### config.mk
export PLATFORM = sky130hd
export DESIGN_NAME = uart_tx_top
export DESIGN_NICKNAME = d
export VERILOG_FILES = /design/src/design/uart_bus_pkg.sv /design/src/design/uart_line_pkg.sv /design/src/design/uart_reg_file.sv /design/src/design/uart_tx_fifo.sv /design/src/design/uart_tx_serializer.sv /design/src/design/uart_tx_top.sv
export SDC_FILE = /design/constraint.sdc
export NUM_CORES = 1
export LEC_CHECK = 0
export BUFFER_PORTS_ARGS = -buffer_cell sky130_fd_sc_hd__buf_4
export CAP_MARGIN = 20
export CORE_ASPECT_RATIO = 1.1
export CORE_MARGIN = 1.5
export CORE_UTILIZATION = 25
export CTS_BUF_LIST = sky130_fd_sc_hd__clkbuf_4
export DETAILED_ROUTE_END_ITERATION = 8
export GPL_TIMING_DRIVEN = 0
export PLACE_DENSITY_LB_ADDON = 0.08
export SLEW_MARGIN = 20
export SYNTH_ARGS = -nofsm -noshare
export SYNTH_HDL_FRONTEND = slang
export SYNTH_SLANG_ARGS = --single-unit
### constraint.sdc
create_clock -name clk -period 7.8 [get_ports clk]
set_input_delay 0.39 -clock clk [delete_from_list [all_inputs] [get_ports clk]]
set_output_delay 0.39 -clock clk [all_outputs]
set_load 0.02 [all_outputs]
### src/design/uart_bus_pkg.sv
/*
 * bus side definitions for the uart transmitter
 * widths, transfer codes, base address, register offsets and bit positions
 */
package uart_bus_pkg;

    localparam int bus_addr_width = 32;
    localparam int bus_data_width = 32;
    localparam int trans_width    = 2;

    localparam logic [trans_width-1:0] trans_idle   = 2'b00;
    localparam logic [trans_width-1:0] trans_nonseq = 2'b10;

    localparam logic [bus_addr_width-1:0] uart_base_addr = 32'hC000_0200;

    // offsets from the base address
    localparam logic [bus_addr_width-1:0] data_offset        = 32'd0;
    localparam logic [bus_addr_width-1:0] ctrl_offset        = 32'd4;
    localparam logic [bus_addr_width-1:0] ctrl_set_offset    = 32'd8;
    localparam logic [bus_addr_width-1:0] ctrl_clr_offset    = 32'd12;
    localparam logic [bus_addr_width-1:0] tx_stat_offset     = 32'd16;
    localparam logic [bus_addr_width-1:0] tx_stat_set_offset = 32'd20;
    localparam logic [bus_addr_width-1:0] tx_stat_clr_offset = 32'd24;

    // control register fields, given by their low bit
    localparam int ctrl_data_lsb   = 29;  // 31..29
    localparam int ctrl_parity_lsb = 27;  // 28..27
    localparam int ctrl_stop_lsb   = 25;  // 26..25
    localparam int ctrl_flow_bit   = 24;
    localparam int ctrl_baud_lsb   = 0;   // 23..0

    // tx status register
    localparam int stat_clear_bit    = 31;
    localparam int stat_ovf_ie_bit   = 26;
    localparam int stat_wm_ie_bit    = 25;
    localparam int stat_empty_ie_bit = 24;
    localparam int stat_ovf_bit      = 19;
    localparam int stat_wm_hit_bit   = 18;
    localparam int stat_empty_bit    = 17;
    localparam int stat_full_bit     = 16;
    localparam int stat_wm_lsb       = 8;   // 15..8
    localparam int stat_size_lsb     = 0;   // 7..0

endpackage

### src/design/uart_line_pkg.sv
/*
 * serial line definitions
 * frame format enums, serializer states, queue depth and reset defaults
 */
package uart_line_pkg;

    typedef enum logic [2:0] {
        bits_5 = 3'd0,
        bits_6 = 3'd1,
        bits_7 = 3'd2,
        bits_8 = 3'd3,
        bits_9 = 3'd4
    } data_bits_e;

    typedef enum logic [1:0] {
        parity_none = 2'd0,
        parity_odd  = 2'd1,
        parity_even = 2'd2   // 3 is not a valid code
    } parity_e;

    typedef enum logic [1:0] {
        stop_1 = 2'd0,
        stop_2 = 2'd2        // 1 and 3 rejected
    } stop_bits_e;

    typedef enum logic [2:0] {st_idle, st_start, st_data, st_parity, st_stop} tx_state_e;

    localparam int baud_width      = 24;
    localparam int char_width      = 9;
    localparam int fifo_addr_width = 4;   // 16 entries
    localparam int count_width     = fifo_addr_width + 1;

    localparam logic [baud_width-1:0]  default_baud         = 24'd3333;
    localparam logic [count_width-1:0] default_tx_watermark = '0;

endpackage

### src/design/uart_reg_file.sv
/*
 * bus slave with control and tx status registers
 * set and clear aliases, field sanitizing, sticky overflow, interrupt gating
 */
`timescale 1ns/1ps

module uart_reg_file (
    input  logic                                    clk,
    input  logic                                    n_reset,
    input  logic [uart_bus_pkg::bus_addr_width-1:0] haddr,
    input  logic                                    hwrite,
    input  logic [uart_bus_pkg::trans_width-1:0]    htrans,
    input  logic [uart_bus_pkg::bus_data_width-1:0] hwdata,
    output logic [uart_bus_pkg::bus_data_width-1:0] hrdata,
    output logic                                    hready,
    output logic                                    hresp,
    output logic                                    push,
    output logic                                    flush,
    output logic [uart_line_pkg::char_width-1:0]    push_data,
    input  logic [uart_line_pkg::count_width-1:0]   size,
    input  logic                                    empty,
    input  logic                                    full,
    input  logic                                    overflow,
    output uart_line_pkg::data_bits_e               data_bits,
    output uart_line_pkg::parity_e                  parity,
    output uart_line_pkg::stop_bits_e               stop_bits,
    output logic                                    flow_ctrl,
    output logic [uart_line_pkg::baud_width-1:0]    baud,
    output logic                                    int_any,
    output logic                                    int_tx_empty,
    output logic                                    int_tx_watermark_reached,
    output logic                                    int_tx_overflow_error
);

    logic [uart_bus_pkg::bus_addr_width-1:0] haddr_q;
    logic                                    hwrite_q;
    logic [uart_bus_pkg::trans_width-1:0]    htrans_q;
    logic [uart_bus_pkg::bus_addr_width-1:0] wr_offset;   // data phase
    logic [uart_bus_pkg::bus_addr_width-1:0] rd_offset;   // address phase
    logic                                    wr_active;
    logic [uart_bus_pkg::bus_data_width-1:0] ctrl_rd, ctrl_req, stat_rd, stat_req;
    logic [2:0]                              req_bits;
    logic [1:0]                              req_parity, req_stop;
    logic                                    ovf_ie, wm_ie, empty_ie, ovf_flag, wm_reached;
    logic [uart_line_pkg::count_width-1:0]   watermark;

    // plain write, or or-in / mask-out through the aliases
    function automatic logic [uart_bus_pkg::bus_data_width-1:0] merge(
        input logic [uart_bus_pkg::bus_data_width-1:0] cur,
        input logic [uart_bus_pkg::bus_data_width-1:0] wdata,
        input logic                                    set_sel,
        input logic                                    clr_sel
    );
        if (set_sel)
            return wdata | cur;
        if (clr_sel)
            return ~wdata & cur;
        return wdata;
    endfunction

    assign hready    = 1'b1;
    assign hresp     = 1'b0;  // always OKAY
    assign wr_offset = haddr_q - uart_bus_pkg::uart_base_addr;
    assign rd_offset = haddr - uart_bus_pkg::uart_base_addr;
    assign wr_active = hwrite_q && htrans_q == uart_bus_pkg::trans_nonseq;

    assign push      = wr_active && wr_offset == uart_bus_pkg::data_offset;
    assign push_data = hwdata[uart_line_pkg::char_width-1:0];

    assign ctrl_rd = {data_bits, parity, stop_bits, flow_ctrl, baud};

    always_comb begin
        stat_rd = '0;
        stat_rd[uart_bus_pkg::stat_clear_bit]    = flush;
        stat_rd[uart_bus_pkg::stat_ovf_ie_bit]   = ovf_ie;
        stat_rd[uart_bus_pkg::stat_wm_ie_bit]    = wm_ie;
        stat_rd[uart_bus_pkg::stat_empty_ie_bit] = empty_ie;
        stat_rd[uart_bus_pkg::stat_ovf_bit]      = ovf_flag;
        stat_rd[uart_bus_pkg::stat_wm_hit_bit]   = wm_reached;
        stat_rd[uart_bus_pkg::stat_empty_bit]    = empty;
        stat_rd[uart_bus_pkg::stat_full_bit]     = full;
        stat_rd[uart_bus_pkg::stat_wm_lsb +: uart_line_pkg::count_width]   = watermark;
        stat_rd[uart_bus_pkg::stat_size_lsb +: uart_line_pkg::count_width] = size;
    end

    assign ctrl_req = merge(ctrl_rd, hwdata, wr_offset == uart_bus_pkg::ctrl_set_offset,
                            wr_offset == uart_bus_pkg::ctrl_clr_offset);
    assign stat_req = merge(stat_rd, hwdata, wr_offset == uart_bus_pkg::tx_stat_set_offset,
                            wr_offset == uart_bus_pkg::tx_stat_clr_offset);

    assign req_bits   = ctrl_req[uart_bus_pkg::ctrl_data_lsb +: 3];
    assign req_parity = ctrl_req[uart_bus_pkg::ctrl_parity_lsb +: 2];
    assign req_stop   = ctrl_req[uart_bus_pkg::ctrl_stop_lsb +: 2];

    assign wm_reached = size <= watermark;

    assign int_tx_empty             = empty && empty_ie;
    assign int_tx_watermark_reached = wm_reached && wm_ie;
    assign int_tx_overflow_error    = ovf_flag && ovf_ie;
    assign int_any = int_tx_empty || int_tx_watermark_reached || int_tx_overflow_error;

    // address phase capture and read data
    always_ff @(posedge clk or negedge n_reset) begin
        if (!n_reset) begin
            haddr_q  <= '0;
            hwrite_q <= 1'b0;
            htrans_q <= uart_bus_pkg::trans_idle;
            hrdata   <= '0;
        end else begin
            haddr_q  <= haddr;
            hwrite_q <= hwrite;
            htrans_q <= htrans;
            if (htrans == uart_bus_pkg::trans_nonseq && !hwrite) begin
                case (rd_offset)
                    uart_bus_pkg::ctrl_offset:    hrdata <= ctrl_rd;
                    uart_bus_pkg::tx_stat_offset: hrdata <= stat_rd;
                    default:                      hrdata <= '0;  // data and aliases read zero
                endcase
            end
        end
    end

    always_ff @(posedge clk or negedge n_reset) begin
        if (!n_reset) begin
            data_bits <= uart_line_pkg::bits_8;
            parity    <= uart_line_pkg::parity_none;
            stop_bits <= uart_line_pkg::stop_1;
            flow_ctrl <= 1'b0;
            baud      <= uart_line_pkg::default_baud;
            watermark <= uart_line_pkg::default_tx_watermark;
            flush     <= 1'b0;
            ovf_ie    <= 1'b0;
            wm_ie     <= 1'b0;
            empty_ie  <= 1'b0;
            ovf_flag  <= 1'b0;
        end else begin
            flush    <= 1'b0;                  // self clearing
            ovf_flag <= ovf_flag || overflow;  // sticky until written
            if (wr_active) begin
                case (wr_offset)
                    uart_bus_pkg::ctrl_offset,
                    uart_bus_pkg::ctrl_set_offset,
                    uart_bus_pkg::ctrl_clr_offset: begin
                        if (req_bits >= uart_line_pkg::bits_9) begin
                            // 9 bits leave no room for parity or a second stop bit
                            data_bits <= uart_line_pkg::bits_9;
                            parity    <= uart_line_pkg::parity_none;
                            stop_bits <= uart_line_pkg::stop_1;
                        end else begin
                            data_bits <= uart_line_pkg::data_bits_e'(req_bits);
                            if (req_parity != 2'd3)
                                parity <= uart_line_pkg::parity_e'(req_parity);
                            if (!req_stop[0])  // codes 1 and 3 ignored
                                stop_bits <= uart_line_pkg::stop_bits_e'(req_stop);
                        end
                        flow_ctrl <= ctrl_req[uart_bus_pkg::ctrl_flow_bit];
                        baud      <= ctrl_req[uart_bus_pkg::ctrl_baud_lsb +: uart_line_pkg::baud_width];
                    end
                    uart_bus_pkg::tx_stat_offset,
                    uart_bus_pkg::tx_stat_set_offset,
                    uart_bus_pkg::tx_stat_clr_offset: begin
                        flush     <= stat_req[uart_bus_pkg::stat_clear_bit];
                        ovf_ie    <= stat_req[uart_bus_pkg::stat_ovf_ie_bit];
                        wm_ie     <= stat_req[uart_bus_pkg::stat_wm_ie_bit];
                        empty_ie  <= stat_req[uart_bus_pkg::stat_empty_ie_bit];
                        ovf_flag  <= stat_req[uart_bus_pkg::stat_ovf_bit] || overflow;
                        watermark <= stat_req[uart_bus_pkg::stat_wm_lsb +: uart_line_pkg::count_width];
                    end
                    default: ;
                endcase
            end
        end
    end

endmodule

### src/design/uart_tx_fifo.sv
/*
 * transmit queue, 16 characters deep
 * fill count, flush and overflow pulse on a push into a full queue
 */
`timescale 1ns/1ps

module uart_tx_fifo (
    input  logic                                  clk,
    input  logic                                  n_reset,
    input  logic                                  push,
    input  logic                                  pop,
    input  logic                                  flush,
    input  logic [uart_line_pkg::char_width-1:0]  push_data,
    output logic [uart_line_pkg::char_width-1:0]  head,
    output logic [uart_line_pkg::count_width-1:0] size,
    output logic                                  empty,
    output logic                                  full,
    output logic                                  overflow
);

    logic [uart_line_pkg::char_width-1:0]      mem [0:(1 << uart_line_pkg::fifo_addr_width)-1];
    logic [uart_line_pkg::fifo_addr_width-1:0] wr_ptr, rd_ptr;
    logic                                      do_push, do_pop;

    assign empty    = size == '0;
    assign full     = size == uart_line_pkg::count_width'(1 << uart_line_pkg::fifo_addr_width);
    assign do_push  = push && !full;
    assign do_pop   = pop && !empty;
    assign overflow = push && full;   // the push itself is dropped
    assign head     = mem[rd_ptr];

    always_ff @(posedge clk or negedge n_reset) begin
        if (!n_reset) begin
            wr_ptr <= '0;
            rd_ptr <= '0;
            size   <= '0;
        end else if (flush) begin
            wr_ptr <= '0;
            rd_ptr <= '0;
            size   <= '0;
        end else begin
            if (do_push)
                wr_ptr <= wr_ptr + 1'b1;  // wraps at 16
            if (do_pop)
                rd_ptr <= rd_ptr + 1'b1;
            if (do_push && !do_pop)
                size <= size + 1'b1;
            else if (do_pop && !do_push)
                size <= size - 1'b1;
        end
    end

    always_ff @(posedge clk) begin
        if (do_push && !flush)
            mem[wr_ptr] <= push_data;
    end

endmodule

### src/design/uart_tx_serializer.sv
/*
 * frame FSM for the tx line
 * start bit, 5 to 9 data bits lsb first, optional parity, one or two stop bits
 */
`timescale 1ns/1ps

module uart_tx_serializer (
    input  logic                                 clk,
    input  logic                                 n_reset,
    input  logic [uart_line_pkg::char_width-1:0] head,
    input  logic                                 empty,
    output logic                                 pop,
    input  uart_line_pkg::data_bits_e            data_bits,
    input  uart_line_pkg::parity_e               parity,
    input  uart_line_pkg::stop_bits_e            stop_bits,
    input  logic                                 flow_ctrl,
    input  logic                                 cts,
    input  logic [uart_line_pkg::baud_width-1:0] baud,
    output logic                                 tx
);

    uart_line_pkg::tx_state_e             state;
    logic [uart_line_pkg::char_width-1:0] shift_q;
    logic [uart_line_pkg::baud_width-1:0] baud_q, baud_cnt;
    logic [3:0]                           nbits_q, bit_cnt;
    uart_line_pkg::parity_e               parity_q;
    uart_line_pkg::stop_bits_e            stop_q;
    logic                                 par_acc;  // running xor of sent data bits
    logic                                 bit_done, send_data;

    // cts only matters between frames
    assign pop       = state == uart_line_pkg::st_idle && !empty && (!flow_ctrl || !cts);
    assign bit_done  = baud_cnt == baud_q - 1'b1;
    assign send_data = state == uart_line_pkg::st_start ||
                       (state == uart_line_pkg::st_data && bit_cnt != nbits_q);

    // frame payload, taken at pop
    always_ff @(posedge clk) begin
        if (pop) begin
            shift_q  <= head;
            baud_q   <= baud;
            nbits_q  <= 4'(data_bits) + 4'd5;  // enum code 0 is 5 bits
            parity_q <= parity;
            stop_q   <= stop_bits;
        end else if (bit_done && send_data) begin
            shift_q <= shift_q >> 1;
        end
    end

    always_ff @(posedge clk or negedge n_reset) begin
        if (!n_reset) begin
            state    <= uart_line_pkg::st_idle;
            tx       <= 1'b1;
            baud_cnt <= '0;
            bit_cnt  <= '0;
            par_acc  <= 1'b0;
        end else if (state == uart_line_pkg::st_idle) begin
            if (pop) begin
                state    <= uart_line_pkg::st_start;
                tx       <= 1'b0;
                baud_cnt <= '0;
                bit_cnt  <= '0;
                par_acc  <= 1'b0;
            end
        end else if (!bit_done) begin
            baud_cnt <= baud_cnt + 1'b1;
        end else begin
            baud_cnt <= '0;
            if (send_data) begin
                tx      <= shift_q[0];
                par_acc <= par_acc ^ shift_q[0];
                bit_cnt <= bit_cnt + 1'b1;
                state   <= uart_line_pkg::st_data;
            end else begin
                case (state)
                    uart_line_pkg::st_data: begin
                        if (parity_q != uart_line_pkg::parity_none) begin
                            // odd parity inverts the xor
                            tx    <= par_acc ^ (parity_q == uart_line_pkg::parity_odd);
                            state <= uart_line_pkg::st_parity;
                        end else begin
                            tx      <= 1'b1;
                            bit_cnt <= '0;
                            state   <= uart_line_pkg::st_stop;
                        end
                    end
                    uart_line_pkg::st_parity: begin
                        tx      <= 1'b1;
                        bit_cnt <= '0;
                        state   <= uart_line_pkg::st_stop;
                    end
                    uart_line_pkg::st_stop: begin
                        if (stop_q == uart_line_pkg::stop_2 && bit_cnt == '0)
                            bit_cnt <= 4'd1;  // second stop bit
                        else
                            state <= uart_line_pkg::st_idle;
                    end
                    default: state <= uart_line_pkg::st_idle;
                endcase
            end
        end
    end

endmodule

### src/design/uart_tx_top.sv
/*
 * uart transmitter top level
 * register file feeding the tx queue, queue feeding the serializer
 */
`timescale 1ns/1ps

module uart_tx_top (
    input  logic                                    clk,
    input  logic                                    n_reset,
    input  logic [uart_bus_pkg::bus_addr_width-1:0] haddr,
    input  logic                                    hwrite,
    input  logic [uart_bus_pkg::trans_width-1:0]    htrans,
    input  logic [uart_bus_pkg::bus_data_width-1:0] hwdata,
    output logic [uart_bus_pkg::bus_data_width-1:0] hrdata,
    output logic                                    hready,
    output logic                                    hresp,
    input  logic                                    cts,
    output logic                                    tx,
    output logic                                    int_any,
    output logic                                    int_tx_empty,
    output logic                                    int_tx_watermark_reached,
    output logic                                    int_tx_overflow_error
);

    logic                                  push, pop, flush;
    logic                                  empty, full, overflow;
    logic [uart_line_pkg::char_width-1:0]  push_data, head;
    logic [uart_line_pkg::count_width-1:0] size;
    uart_line_pkg::data_bits_e             data_bits;
    uart_line_pkg::parity_e                parity;
    uart_line_pkg::stop_bits_e             stop_bits;
    logic                                  flow_ctrl;
    logic [uart_line_pkg::baud_width-1:0]  baud;

    uart_reg_file u_reg_file (
        .clk(clk), .n_reset(n_reset),
        .haddr(haddr), .hwrite(hwrite), .htrans(htrans), .hwdata(hwdata),
        .hrdata(hrdata), .hready(hready), .hresp(hresp),
        .push(push), .flush(flush), .push_data(push_data),
        .size(size), .empty(empty), .full(full), .overflow(overflow),
        .data_bits(data_bits), .parity(parity), .stop_bits(stop_bits),
        .flow_ctrl(flow_ctrl), .baud(baud),
        .int_any(int_any), .int_tx_empty(int_tx_empty),
        .int_tx_watermark_reached(int_tx_watermark_reached),
        .int_tx_overflow_error(int_tx_overflow_error)
    );

    uart_tx_fifo u_tx_fifo (
        .clk(clk), .n_reset(n_reset),
        .push(push), .pop(pop), .flush(flush), .push_data(push_data),
        .head(head), .size(size), .empty(empty), .full(full), .overflow(overflow)
    );

    uart_tx_serializer u_tx_serializer (
        .clk(clk), .n_reset(n_reset),
        .head(head), .empty(empty), .pop(pop),
        .data_bits(data_bits), .parity(parity), .stop_bits(stop_bits),
        .flow_ctrl(flow_ctrl), .cts(cts), .baud(baud), .tx(tx)
    );

endmodule

==> out/results.tsv, run 1 <==
metric	value	unit
initial antenna violation count	3	
Area contributors post-synth	edfxtp_1 (35%), dfrtp_1 (23%), mux4_2 (6.4%), nand2_1 (3.2%), a21oi_1 (2.7%)	
Slew Viols, Final	0	
status	finished clean	
crit path to	u_reg_file.parity[0]$_DFFE_PN0P_	
per-cell routed wire length	20.5	µm
Syn Nets	1414	
post-route minimum period	4740	ps
core area	62600	µm²
setup slack after layout	3060	ps
Routed WL	51.5	mm
DR vias/cell	4.71	
peak supply drop	0.0878	mV
unrepaired setup endpoints after global routing	false	
vias in the first global route	12400	
sw frac	24.2	%
Setup WS pre-CTS	3040	ps
worst setup path category	flip-flop to flip-flop	
Root Driver	clkbuf_4	
routed via count	11800	
Lkg Pwr	7.33	nW
Setup-failing EPs final	0	
Initial DRT Pass Iterations	5	
I/O pin count	109	
drc violations	0	
largest net degree at the start of global routing	71	
post-synth top area cell	edfxtp_1	
register share of total power	51.6	%
count leader, synth	edfxtp_1	
Placed Area	17800	µm²
critical path peak fanout	8	
number of library cell types mapped by synthesis	80	
asr flop ratio synth	45.6	%
initial DRC count	605	
Critical Path Max Stage Delay	590	ps
fin nets	1697	
CTS Buffer Depth	3	
Mapped Area	15900	µm²
CTS tree	yes	
post-route cell area	19700	µm²
Initial Util	25.3	%
Critical Path Source Type	flip-flop	
worst reg2reg path startpoint	u_reg_file.haddr_q[16]$_DFF_PN0_	
flops & latches, synth	338	
Int Pwr	0.00279	W
crit path buf inv count	4	
global-route wire length before repair	77.6	mm
clock power share	44.2	%
CP arrival	5530	ps
Die H	267	µm
relative slew slack	27.9	%
dpl cells	2265	
post-route ant nets	0	
Mapped Cells	1322	
worst r2r path cells	12	
sequential area share after synthesis	59.2	%
std cell rows	96	
stages on the worst setup path	12	
CTS buffer count	97	
GR Util All Layers	16.0	%
slew at the pin closest to its max-slew limit	1080	ps
synthesized area per cell	12.0	µm²
Pwr per Cell Area	186	nW/µm²
Sw Pwr	0.000890	W
Syn-to-layout area delta	24.5	%
WP data required	8590	ps
Overflow after GRT	0	
Warnings, synthesis	0	
Finished Layout Cells	2513	
Sink Count	338	
Die ar.	64900	µm²
Synth top area share	34.9	%
I/O Buffers	106	
Die W	243	µm
Final Wtd Congestion	0.794	
EDFF count, synth	184	
setup_tns	0	ps
CP delay by family, top	simple AND/OR/NAND/NOR gates	
dpl hpwl	37.1	mm
ys flop type	edfxtp_1	
Hold Path Class	input port to flip-flop	
critical path launch point	u_reg_file.haddr_q[16]$_DFF_PN0_	
Reg clk slew, reported paths	60	ps
ratio of cells with drive above 1 in the final layout	20.6	%
Post-CTS Resized	0	
clk_lat worst skew	860	ps
number of max-cap violations	0	
CP most frequent cell	dlygate4sd3_1	
combinational power share	4.2	%
slowest cell on the critical path	a2111oi_2	
R2R Setup Slk	3060	ps
Worst Setup End Kind	flip-flop	
most instantiated cells after synthesis	edfxtp_1 (184), dfrtp_1 (146), nand2_1 (135)	
RR Endpoint	u_reg_file.parity[0]$_DFFE_PN0P_	
clock skew	88.7	ps
Hold Violations, Final	0	
CP Cell Sequence	or4_1 > buf_2 > nor4_1 > nand2_1 > a2111oi_2 > nand3_1 > or3_1 > clkbuf_1 > a211oi_1 > dlygate4sd3_1 > a2bb2oi_1 > dlygate4sd3_1	
H-tree depth	3	
fmax	211	MHz
Final period util	60.7	%
==> through the flow <==
stage	power [W]	utilization (%)	hold slack, ps
finish	0.00368	31.5	245
global route	0.00386	31.5	173
CTS	0.00376	31.5	121
detailed placement	0.00206	28.4	301
global placement	0.00206	28.3	461
floorplan	0.00197	-	94.4
==> logic make-up (layout without fill, tap and decap cells) <==
kind of cell	count (synthesis)	count (layout)	share of synthesized area, %
XOR/XNOR	50	50	2.81
flip-flops	338	338	59.2
AND/OR/NAND/NOR	457	457	15.0
buffers and inverters	120	475	2.93
AO/OA/AOI/OAI	273	273	10.9
multiplexers	60	60	7.34
other	2	5	0.0474
adder cells (fa/ha/maj)	22	22	1.78
==> power groups by stage <==
stage                logic, W  registers, W  clock network [W]
floorplan           0.0000349       0.00193                  0
CTS                  0.000159       0.00190            0.00171
finish               0.000153       0.00190            0.00163
global placement     0.000122       0.00194                  0
detailed placement   0.000128       0.00194                  0
global route         0.000170       0.00190            0.00179
==> metal layers <==
layer / track usage (%) / wire length (µm)
met2: 28.1 / 26100
met3: 3.17 / 2030
met1: 19.5 / 22100
met5: 0 / 12
met4: 6.14 / 1320
==> worst min path at each step <==
stage	from	endpoint	slack, ps	cells after the start
floorplan	n_reset	u_reg_file.baud[12]$_DFFE_PN0P_	90	0
global placement	u_reg_file.hrdata[1]$_DFFE_PN0P_	u_reg_file.hrdata[1]$_DFFE_PN0P_	460	2
detailed placement	n_reset	u_tx_serializer.baud_cnt[0]$_DFFE_PN0P_	300	1
CTS	htrans[0]	u_reg_file.htrans_q[0]$_DFF_PN0_	120	2
global route	hwrite	u_reg_file.hwrite_q$_DFF_PN0_	170	2
finish	htrans[0]	u_reg_file.htrans_q[0]$_DFF_PN0_	250	2
==> registers in the layout (all words and copies together), names as in the netlist, 5 cells and up <==
register and flops:
u_tx_fifo.mem 144, u_reg_file.baud 24, u_reg_file.hrdata 32, u_tx_serializer.shift_q 9
u_reg_file.watermark 5, u_tx_serializer.baud_cnt 24, u_tx_fifo.size 5, u_tx_serializer.baud_q 24
u_reg_file.haddr_q 32
==> placed cells by master, fill, tap and decap left out, types with 29 or more instances in the layout <==
cell / count
edfxtp_1: 184
dfrtp_1: 146
clkbuf_4: 141
nand2_1: 135
buf_4: 109
a21oi_1: 87
nand3_1: 74
dlygate4sd3_1: 71
o21ai_0: 61
clkbuf_1: 60
nor2_1: 55
mux4_2: 45
inv_1: 43
xnor2_1: 31
nor3_1: 29
==> timing repair <==
item	CTS	global route
buffers inserted	0	0
hold buffers	72	0
setup endpoints to repair	0	0
hold endpoints to repair	304	0
==> worst register-to-register path, cell delays in order (launching register included) <==
cell and delay, ps:
dfrtp_1 430, or4_1 530, buf_2 170, nor4_1 400, nand2_1 150, a2111oi_2 590
nand3_1 320, or3_1 390, clkbuf_1 200, a211oi_1 260, dlygate4sd3_1 590, a2bb2oi_1 150
dlygate4sd3_1 550
==> final cells by class <==
type | instances | area, µm²
diodes | 3 | 7.51
plain buffers | 77 | 305
clock buffers | 141 | 1060
clock inverters | 30 | 140
fillers | 6421 | 42800
inverters | 43 | 161
multi-input cells | 864 | 6010
flip-flops and latches | 338 | 9390
well taps | 833 | 1040
repair buffers | 184 | 1630
(Power assumes the default switching activity.)
==> run 2: changes to the inputs <==
==> constraint.sdc (replaced) <==
create_clock -name clk -period 3.98 [get_ports clk]
set_input_delay 0.199 -clock clk [delete_from_list [all_inputs] [get_ports clk]]
set_output_delay 0.199 -clock clk [all_outputs]
set_load 0.02 [all_outputs]
==> run 2 against run 1 <==
Via count up 1.7%; clock skew fell by 4.8 ps; flip-flop and latch count unchanged; worst hold slack got worse by 150 ps; largest power group unchanged; sequential power grew 96%; sequential share of layout area decreased by 1.5 points; register-to-register slack lost 2900 ps; die area unchanged; clock power is 110% higher; critical path type unchanged.
==> out/results.tsv, run 2 (synthesized netlist as in run 1, its figures left out) <==
metric	value	unit	change
Placed Area	17800	µm²	about the same
Overflow after GRT	0		unchanged
Lkg Pwr	7.64	nW	+4.3%
unrepaired setup endpoints after global routing	true		
Worst Setup End Kind	flip-flop		
post-route cell area	20400	µm²	+3.3%
Hold Path Class	input port to flip-flop		
Sink Count	338		unchanged
GR Util All Layers	16.4	%	+0.37 points
slowest cell on the critical path	or4_4		
CTS Buffer Depth	3		unchanged
Slew Viols, Final	0		unchanged
worst setup path category	flip-flop to flip-flop		
Top reg by flops	u_tx_fifo.mem		
number of max-cap violations	0		unchanged
std cell rows	96		unchanged
clk_lat worst skew	860	ps	about the same
largest net degree at the start of global routing	64		-9.9%
I/O Buffers	106		unchanged
CP arrival	4520	ps	-1010 ps
global-route wire length before repair	80.1	mm	+3.2%
dpl hpwl	36.9	mm	-0.61%
Initial DRT Pass Iterations	5		unchanged
most frequent cells in the layout	edfxtp_1 (184), clkbuf_4 (148), dfrtp_1 (145), nand2_1 (134), buf_4 (117)		
grt met1 use	20.4	%	+0.94 points
per-cell routed wire length	20.5	µm	about the same
core area	62600	µm²	unchanged
WP data required	4680	ps	-3910 ps
Pwr per Cell Area	363	nW/µm²	+95%
ratio of cells with drive above 1 in the final layout	23.4	%	+2.8 points
CP Cell Sequence	or4_4 > a21o_1 > or3b_4 > a2111o_1 > nor4b_4 > buf_6 > nand2_4 > fa_2 > a21o_1 > a21oi_2 > nor2_1 > mux2i_1 > xor2_1 > nor2_1		
fin nets	1738		+2.4%
H-tree depth	3		unchanged
peak supply drop	0.159	mV	+81%
Setup-failing EPs final	0		unchanged
post-route ant nets	0		unchanged
routed via count	12000		+1.7%
Die ar.	64900	µm²	unchanged
fin util	32.6	%	+1.0 points
met2 Usage GRT	28.8	%	+0.77 points
Final period util	96.0	%	+35 points
Die W	243	µm	unchanged
I/O pin count	109		unchanged
initial DRC count	628		+3.8%
layer with the highest usage	met2		
CTS tree	yes		
post-route minimum period	3820	ps	-915 ps
fmax	262	MHz	+24%
DR vias/cell	4.70		about the same
setup_tns	0	ps	unchanged
Setup WS pre-CTS	-749	ps	-3790 ps
met3 usage	3.06	%	-0.11 points
Initial Util	25.3	%	unchanged
setup slack after layout	158	ps	-2910 ps
Top Registers	u_tx_fifo.mem (144), u_reg_file.haddr_q (32), u_reg_file.hrdata (32)		
Syn-to-layout area delta	28.7	%	
Hold Violations, Final	0		unchanged
status	finished clean		
Die H	267	µm	unchanged
commonest non-fill, non-tap cell in the layout	edfxtp_1		
max FFs per register	144		unchanged
Root Driver	clkbuf_4		
CTS buffer count	97		unchanged
Final Wtd Congestion	0.796		+0.19%
vias in the first global route	12600		+2.1%
Critical Path Source Type	flip-flop		
slew at the pin closest to its max-slew limit	967	ps	-111 ps
Critical Path Max Stage Delay	580	ps	about the same
clock skew	83.9	ps	-4.77 ps
Reg clk slew, reported paths	60	ps	about the same
initial antenna violation count	4		+1
relative slew slack	35.3	%	+7.4 points
drc violations	0		unchanged
Routed WL	52.4	mm	+1.7%
critical path peak fanout	7		-1
Hold Worst Slack	97.9	ps	-147 ps
-- run 2: cell count changes in the layout (fill, tap and decap cells not counted), sizes merged --
cell and change:
clkinv -7, clkbuf +5, buf +10, clkinvlp -1, inv +1, diode +2, dlygate4sd3 +33, bufinv +1
-- run 2: area by class of cell --
class                           count  area, µm²
Sequential cell                   338       9390
Clock buffer                      148       1110
Inverter                           43        161
Multi-Input combinational cell    864       6150
Timing Repair Buffer              227       2060
Tap cell                          833       1040
Fill cell                        6390      42200
Buffer                             75        325
Antenna cell                        5       12.5
Clock inverter                     24        150
-- run 2: per-layer routing --
layer	wire length, µm	part of all wire (%)
met4	995	1.9
met2	26800	51
met3	1710	3.3
met5	16	0.031
met1	22800	44
-- run 2: where the power goes --
group	total, W	leakage [nW]	internal (W)	switching [W]
registers	0.00372	3.49	0.00371	0.0000149
logic	0.000337	3.40	0.000158	0.000179
clock network	0.00335	0.753	0.00176	0.00159
-- run 2: final timing paths --
| check | end | slack, ps | cells after the start | start |
|---|---|---|---|---|
| setup / recovery | u_tx_fifo.size[4]$_DFFE_PN0P_ | 160 | 14 | u_reg_file.haddr_q[15]$_DFF_PN0_ |
| hold / removal | u_tx_serializer.par_acc$_DFFE_PN0P_ | 100 | 4 | cts |
| setup reg to reg | u_tx_fifo.size[4]$_DFFE_PN0P_ | 160 | 14 | u_reg_file.haddr_q[15]$_DFF_PN0_ |
| hold reg to reg | u_reg_file.hrdata[31]$_DFFE_PN0P_ | 470 | 2 | u_reg_file.hrdata[31]$_DFFE_PN0P_ |
| max in group asynchronous | u_reg_file.baud[11]$_DFFE_PN1P_ | 2770 | 5 | n_reset |
| min in group asynchronous | u_tx_serializer.tx$_DFFE_PN1P_ | 460 | 3 | n_reset |
-- run 2: repair_timing --
item | CTS | global route
hold buffers | 105 | 0
hold endpoints to repair | 377 | 0
pin swaps | 5 | 7
resized for setup | 25 | 32
setup endpoints to repair | 199 | 124
buffers inserted | 7 | 5
-- run 2: critical path: cells and delay by family, from the launching register on --
family	cells	cell delay [ps]
AOI/OAI and AO/OA	4	970
adders and majority gates	1	380
xor gates and xnor gates	1	160
muxes	1	180
DFF	1	410
buffers and inverters	1	180
and+or+nand+nor	6	1400
-- run 2: per-stage QoR --
stage          cells  total power [W]
4_1_cts         2549          0.00756
6_report        2557          0.00741
2_1_floorplan   1322          0.00386
3_3_place_gp    2261          0.00403
3_5_place_dp    2265          0.00404
5_1_grt         2555          0.00780
==> run 3: changes to the inputs <==
--- a/config.mk
+++ b/config.mk
@@ -13,7 +13,7 @@
 export CTS_BUF_LIST = sky130_fd_sc_hd__clkbuf_4
 export DETAILED_ROUTE_END_ITERATION = 8
 export GPL_TIMING_DRIVEN = 0
-export PLACE_DENSITY_LB_ADDON = 0.08
+export PLACE_DENSITY_LB_ADDON = 0.2
 export SLEW_MARGIN = 20
 export SYNTH_ARGS = -nofsm -noshare
 export SYNTH_HDL_FRONTEND = slang
==> run 3 against run 2 <==
Fmax down 0.26%; non-clock buffer count decreased by 10; largest cell class unchanged; clock skew rose by 9.0 ps; final cell count shrank 1.0%; sequential share of layout area increased by 0.55 points; utilization down 0.38 points.
==> out/results.tsv, run 3 (synthesized netlist as in run 1, its figures left out) <==
metric	value	unit	change
ratio of cells with drive above 1 in the final layout	22.5	%	-0.92 points
clock skew	92.8	ps	+8.96 ps
CTS tree	yes		
Sink Count	338		unchanged
Reg clk slew, reported paths	70	ps	about the same
Final Wtd Congestion	0.811		+2.0%
most frequent cells in the layout	edfxtp_1 (184), dfrtp_1 (145), nand2_1 (134), clkbuf_4 (131), buf_4 (121)		
Syn-to-layout area delta	27.2	%	
Setup-failing EPs final	0		unchanged
Hold Crit Depth	2		-2
largest net degree at the start of global routing	86		+34%
Multi-input gate area	6130	µm²	-0.26%
Critical Path Source Type	flip-flop		
relative slew slack	23.4	%	-12 points
Pwr per Cell Area	358	nW/µm²	-1.4%
Hold EP	u_reg_file.haddr_q[9]$_DFF_PN0_		
hold_sp	haddr[9]		
worst setup path category	flip-flop to flip-flop		
I/O Buffers	106		unchanged
setup slack after layout	148	ps	-9.98 ps
dpl hpwl	34.3	mm	-6.8%
max FFs per register	144		unchanged
clock power share	44.0	%	-1.2 points
Slew Viols, Final	0		unchanged
status	finished clean		
number of max-cap violations	0		unchanged
Hold Path Class	input port to flip-flop		
DR vias/cell	4.79		+1.8%
Die H	267	µm	unchanged
Routed WL	48.8	mm	-6.8%
register share of total power	51.5	%	+1.3 points
R2R Setup Slk	150	ps	about the same
Critical Path Max Stage Delay	530	ps	-50 ps
Initial DRT Pass Iterations	5		unchanged
vias in the first global route	12300		-2.5%
Hold Violations, Final	0		unchanged
Worst Setup End Kind	flip-flop		
CTS buffer count	91		-6.2%
H-tree depth	3		unchanged
worst reg2reg path startpoint	u_reg_file.haddr_q[16]$_DFF_PN0_		
combinational power share	4.5	%	about the same
Setup WS pre-CTS	-599	ps	+150 ps
Top reg by flops	u_tx_fifo.mem		
CP arrival	4520	ps	about the same
commonest non-fill, non-tap cell in the layout	edfxtp_1		
CTS Buffer Depth	3		unchanged
Initial Util	25.3	%	unchanged
I/O pin count	109		unchanged
Overflow after GRT	0		unchanged
CP Cell Sequence	or4_4 > buf_6 > o21ai_2 > or3b_4 > a2111o_1 > nor4b_4 > buf_6 > nand2_4 > fa_2 > a21o_1 > a21oi_2 > nor2_1 > mux2i_1 > xor2_1 > nor2_1		
fin nets	1722		-0.92%
RR Endpoint	u_tx_fifo.size[4]$_DFFE_PN0P_		
fmax	261	MHz	-0.26%
sw frac	23.0	%	-1.1 points
drc violations	0		unchanged
std cell rows	96		unchanged
Lkg Pwr	7.54	nW	-1.4%
core area	62600	µm²	unchanged
Final period util	96.3	%	+0.25 points
Sw Pwr	0.00166	W	-6.9%
clk_lat worst skew	840	ps	-20 ps
critical path peak fanout	7		unchanged
post-route ant nets	0		unchanged
worst r2r path cells	15		+1
register area	9390	µm²	unchanged
per-cell routed wire length	19.3	µm	-5.9%
peak supply drop	0.125	mV	-21%
Die ar.	64900	µm²	unchanged
post-route minimum period	3830	ps	+9.98 ps
slew at the pin closest to its max-slew limit	1140	ps	+173 ps
initial DRC count	842		+34%
routed via count	12100		+0.76%
Int Pwr	0.00556	W	-1.2%
GR Util All Layers	15.1	%	-1.3 points
slowest cell on the critical path	or4_4		
FILL cells	6366		-0.38%
Top Registers	u_tx_fifo.mem (144), u_reg_file.haddr_q (32), u_reg_file.hrdata (32)		
WP data required	4660	ps	-20 ps
global-route wire length before repair	74.4	mm	-7.1%
fin util	32.2	%	-0.38 points
Die W	243	µm	unchanged
Root Driver	clkbuf_4		
initial antenna violation count	2		-2
unrepaired setup endpoints after global routing	true		
-- run 3: timing repair --
action,in CTS,in global routing
setup buffers,4,8
hold endpoints to repair,375,0
setup endpoints to repair,190,120
pin swaps,3,7
resized for setup,20,34
hold buffers,95,0
-- run 3: layout make-up --
class | count | share of cell area (%)
well taps | 833 | 5.17
plain buffers | 75 | 1.58
inverters | 43 | 0.801
flip-flops and latches | 338 | 46.6
clock buffers | 131 | 4.88
clock inverters | 28 | 0.981
diodes | 2 | 0.0248
repair buffers | 217 | 9.56
multi-input cells | 864 | 30.4
-- run 3: power groups by stage --
stage | logic (W) | registers [W] | clock network [W]
detailed placement | 0.000238 | 0.00379 | 0
floorplan | 0.0000684 | 0.00379 | 0
global placement | 0.000229 | 0.00379 | 0
finish | 0.000324 | 0.00372 | 0.00318
global route | 0.000354 | 0.00372 | 0.00348
CTS | 0.000320 | 0.00372 | 0.00330
-- run 3: metrics by stage --
stage | area (µm²) | instances | TNS (ps) | power (W) | hold WS (ps)
2_1_floorplan | 15900 | 1322 | 0 | 0.00386 | -96.6
3_3_place_gp | 17700 | 2261 | -115290 | 0.00402 | 319
3_5_place_dp | 17800 | 2265 | -85440 | 0.00403 | 199
4_1_cts | 20000 | 2523 | 0 | 0.00734 | 1.95
5_1_grt | 20200 | 2530 | -18.2 | 0.00756 | 30.5
6_report | 20200 | 2531 | 0 | 0.00722 | 93.9
-- run 3: per-layer routing --
layer,vias up,track usage [%],share of wire [%]
met4,2,5.39,2.0
met2,268,26.9,52
met5,-,0,0.014
met3,82,2.90,3.9
li1,5676,-,-
met1,6092,18.1,42
-- run 3: how the worst max path moves through the flow --
stage                                                end  slack, ps                           startpoint
floorplan                  u_tx_fifo.size[4]$_DFFE_PN0P_         20     u_reg_file.haddr_q[12]$_DFF_PN0_
global placement    u_tx_serializer.shift_q[7]$_DFFE_PP_      -1050  u_tx_serializer.baud_q[0]$_DFFE_PP_
detailed placement         u_tx_fifo.mem[7][5]$_DFFE_PP_       -600      u_reg_file.haddr_q[9]$_DFF_PN0_
CTS                 u_tx_serializer.shift_q[6]$_DFFE_PP_          3  u_tx_serializer.baud_q[0]$_DFFE_PP_
global route               u_tx_fifo.size[4]$_DFFE_PN0P_        -20     u_reg_file.haddr_q[13]$_DFF_PN0_
finish                     u_tx_fifo.size[4]$_DFFE_PN0P_        150     u_reg_file.haddr_q[16]$_DFF_PN0_
-- run 3: critical path: cells and delay by family (launching register included) --
family | cells | cell delay [ps]
flip-flops | 1 | 400
AND/OR/NAND/NOR | 6 | 1350
XOR/XNOR | 1 | 160
multiplexers | 1 | 190
AO/OA/AOI/OAI | 4 | 900
adder cells (fa/ha/maj) | 1 | 390
buffers and inverters | 2 | 330
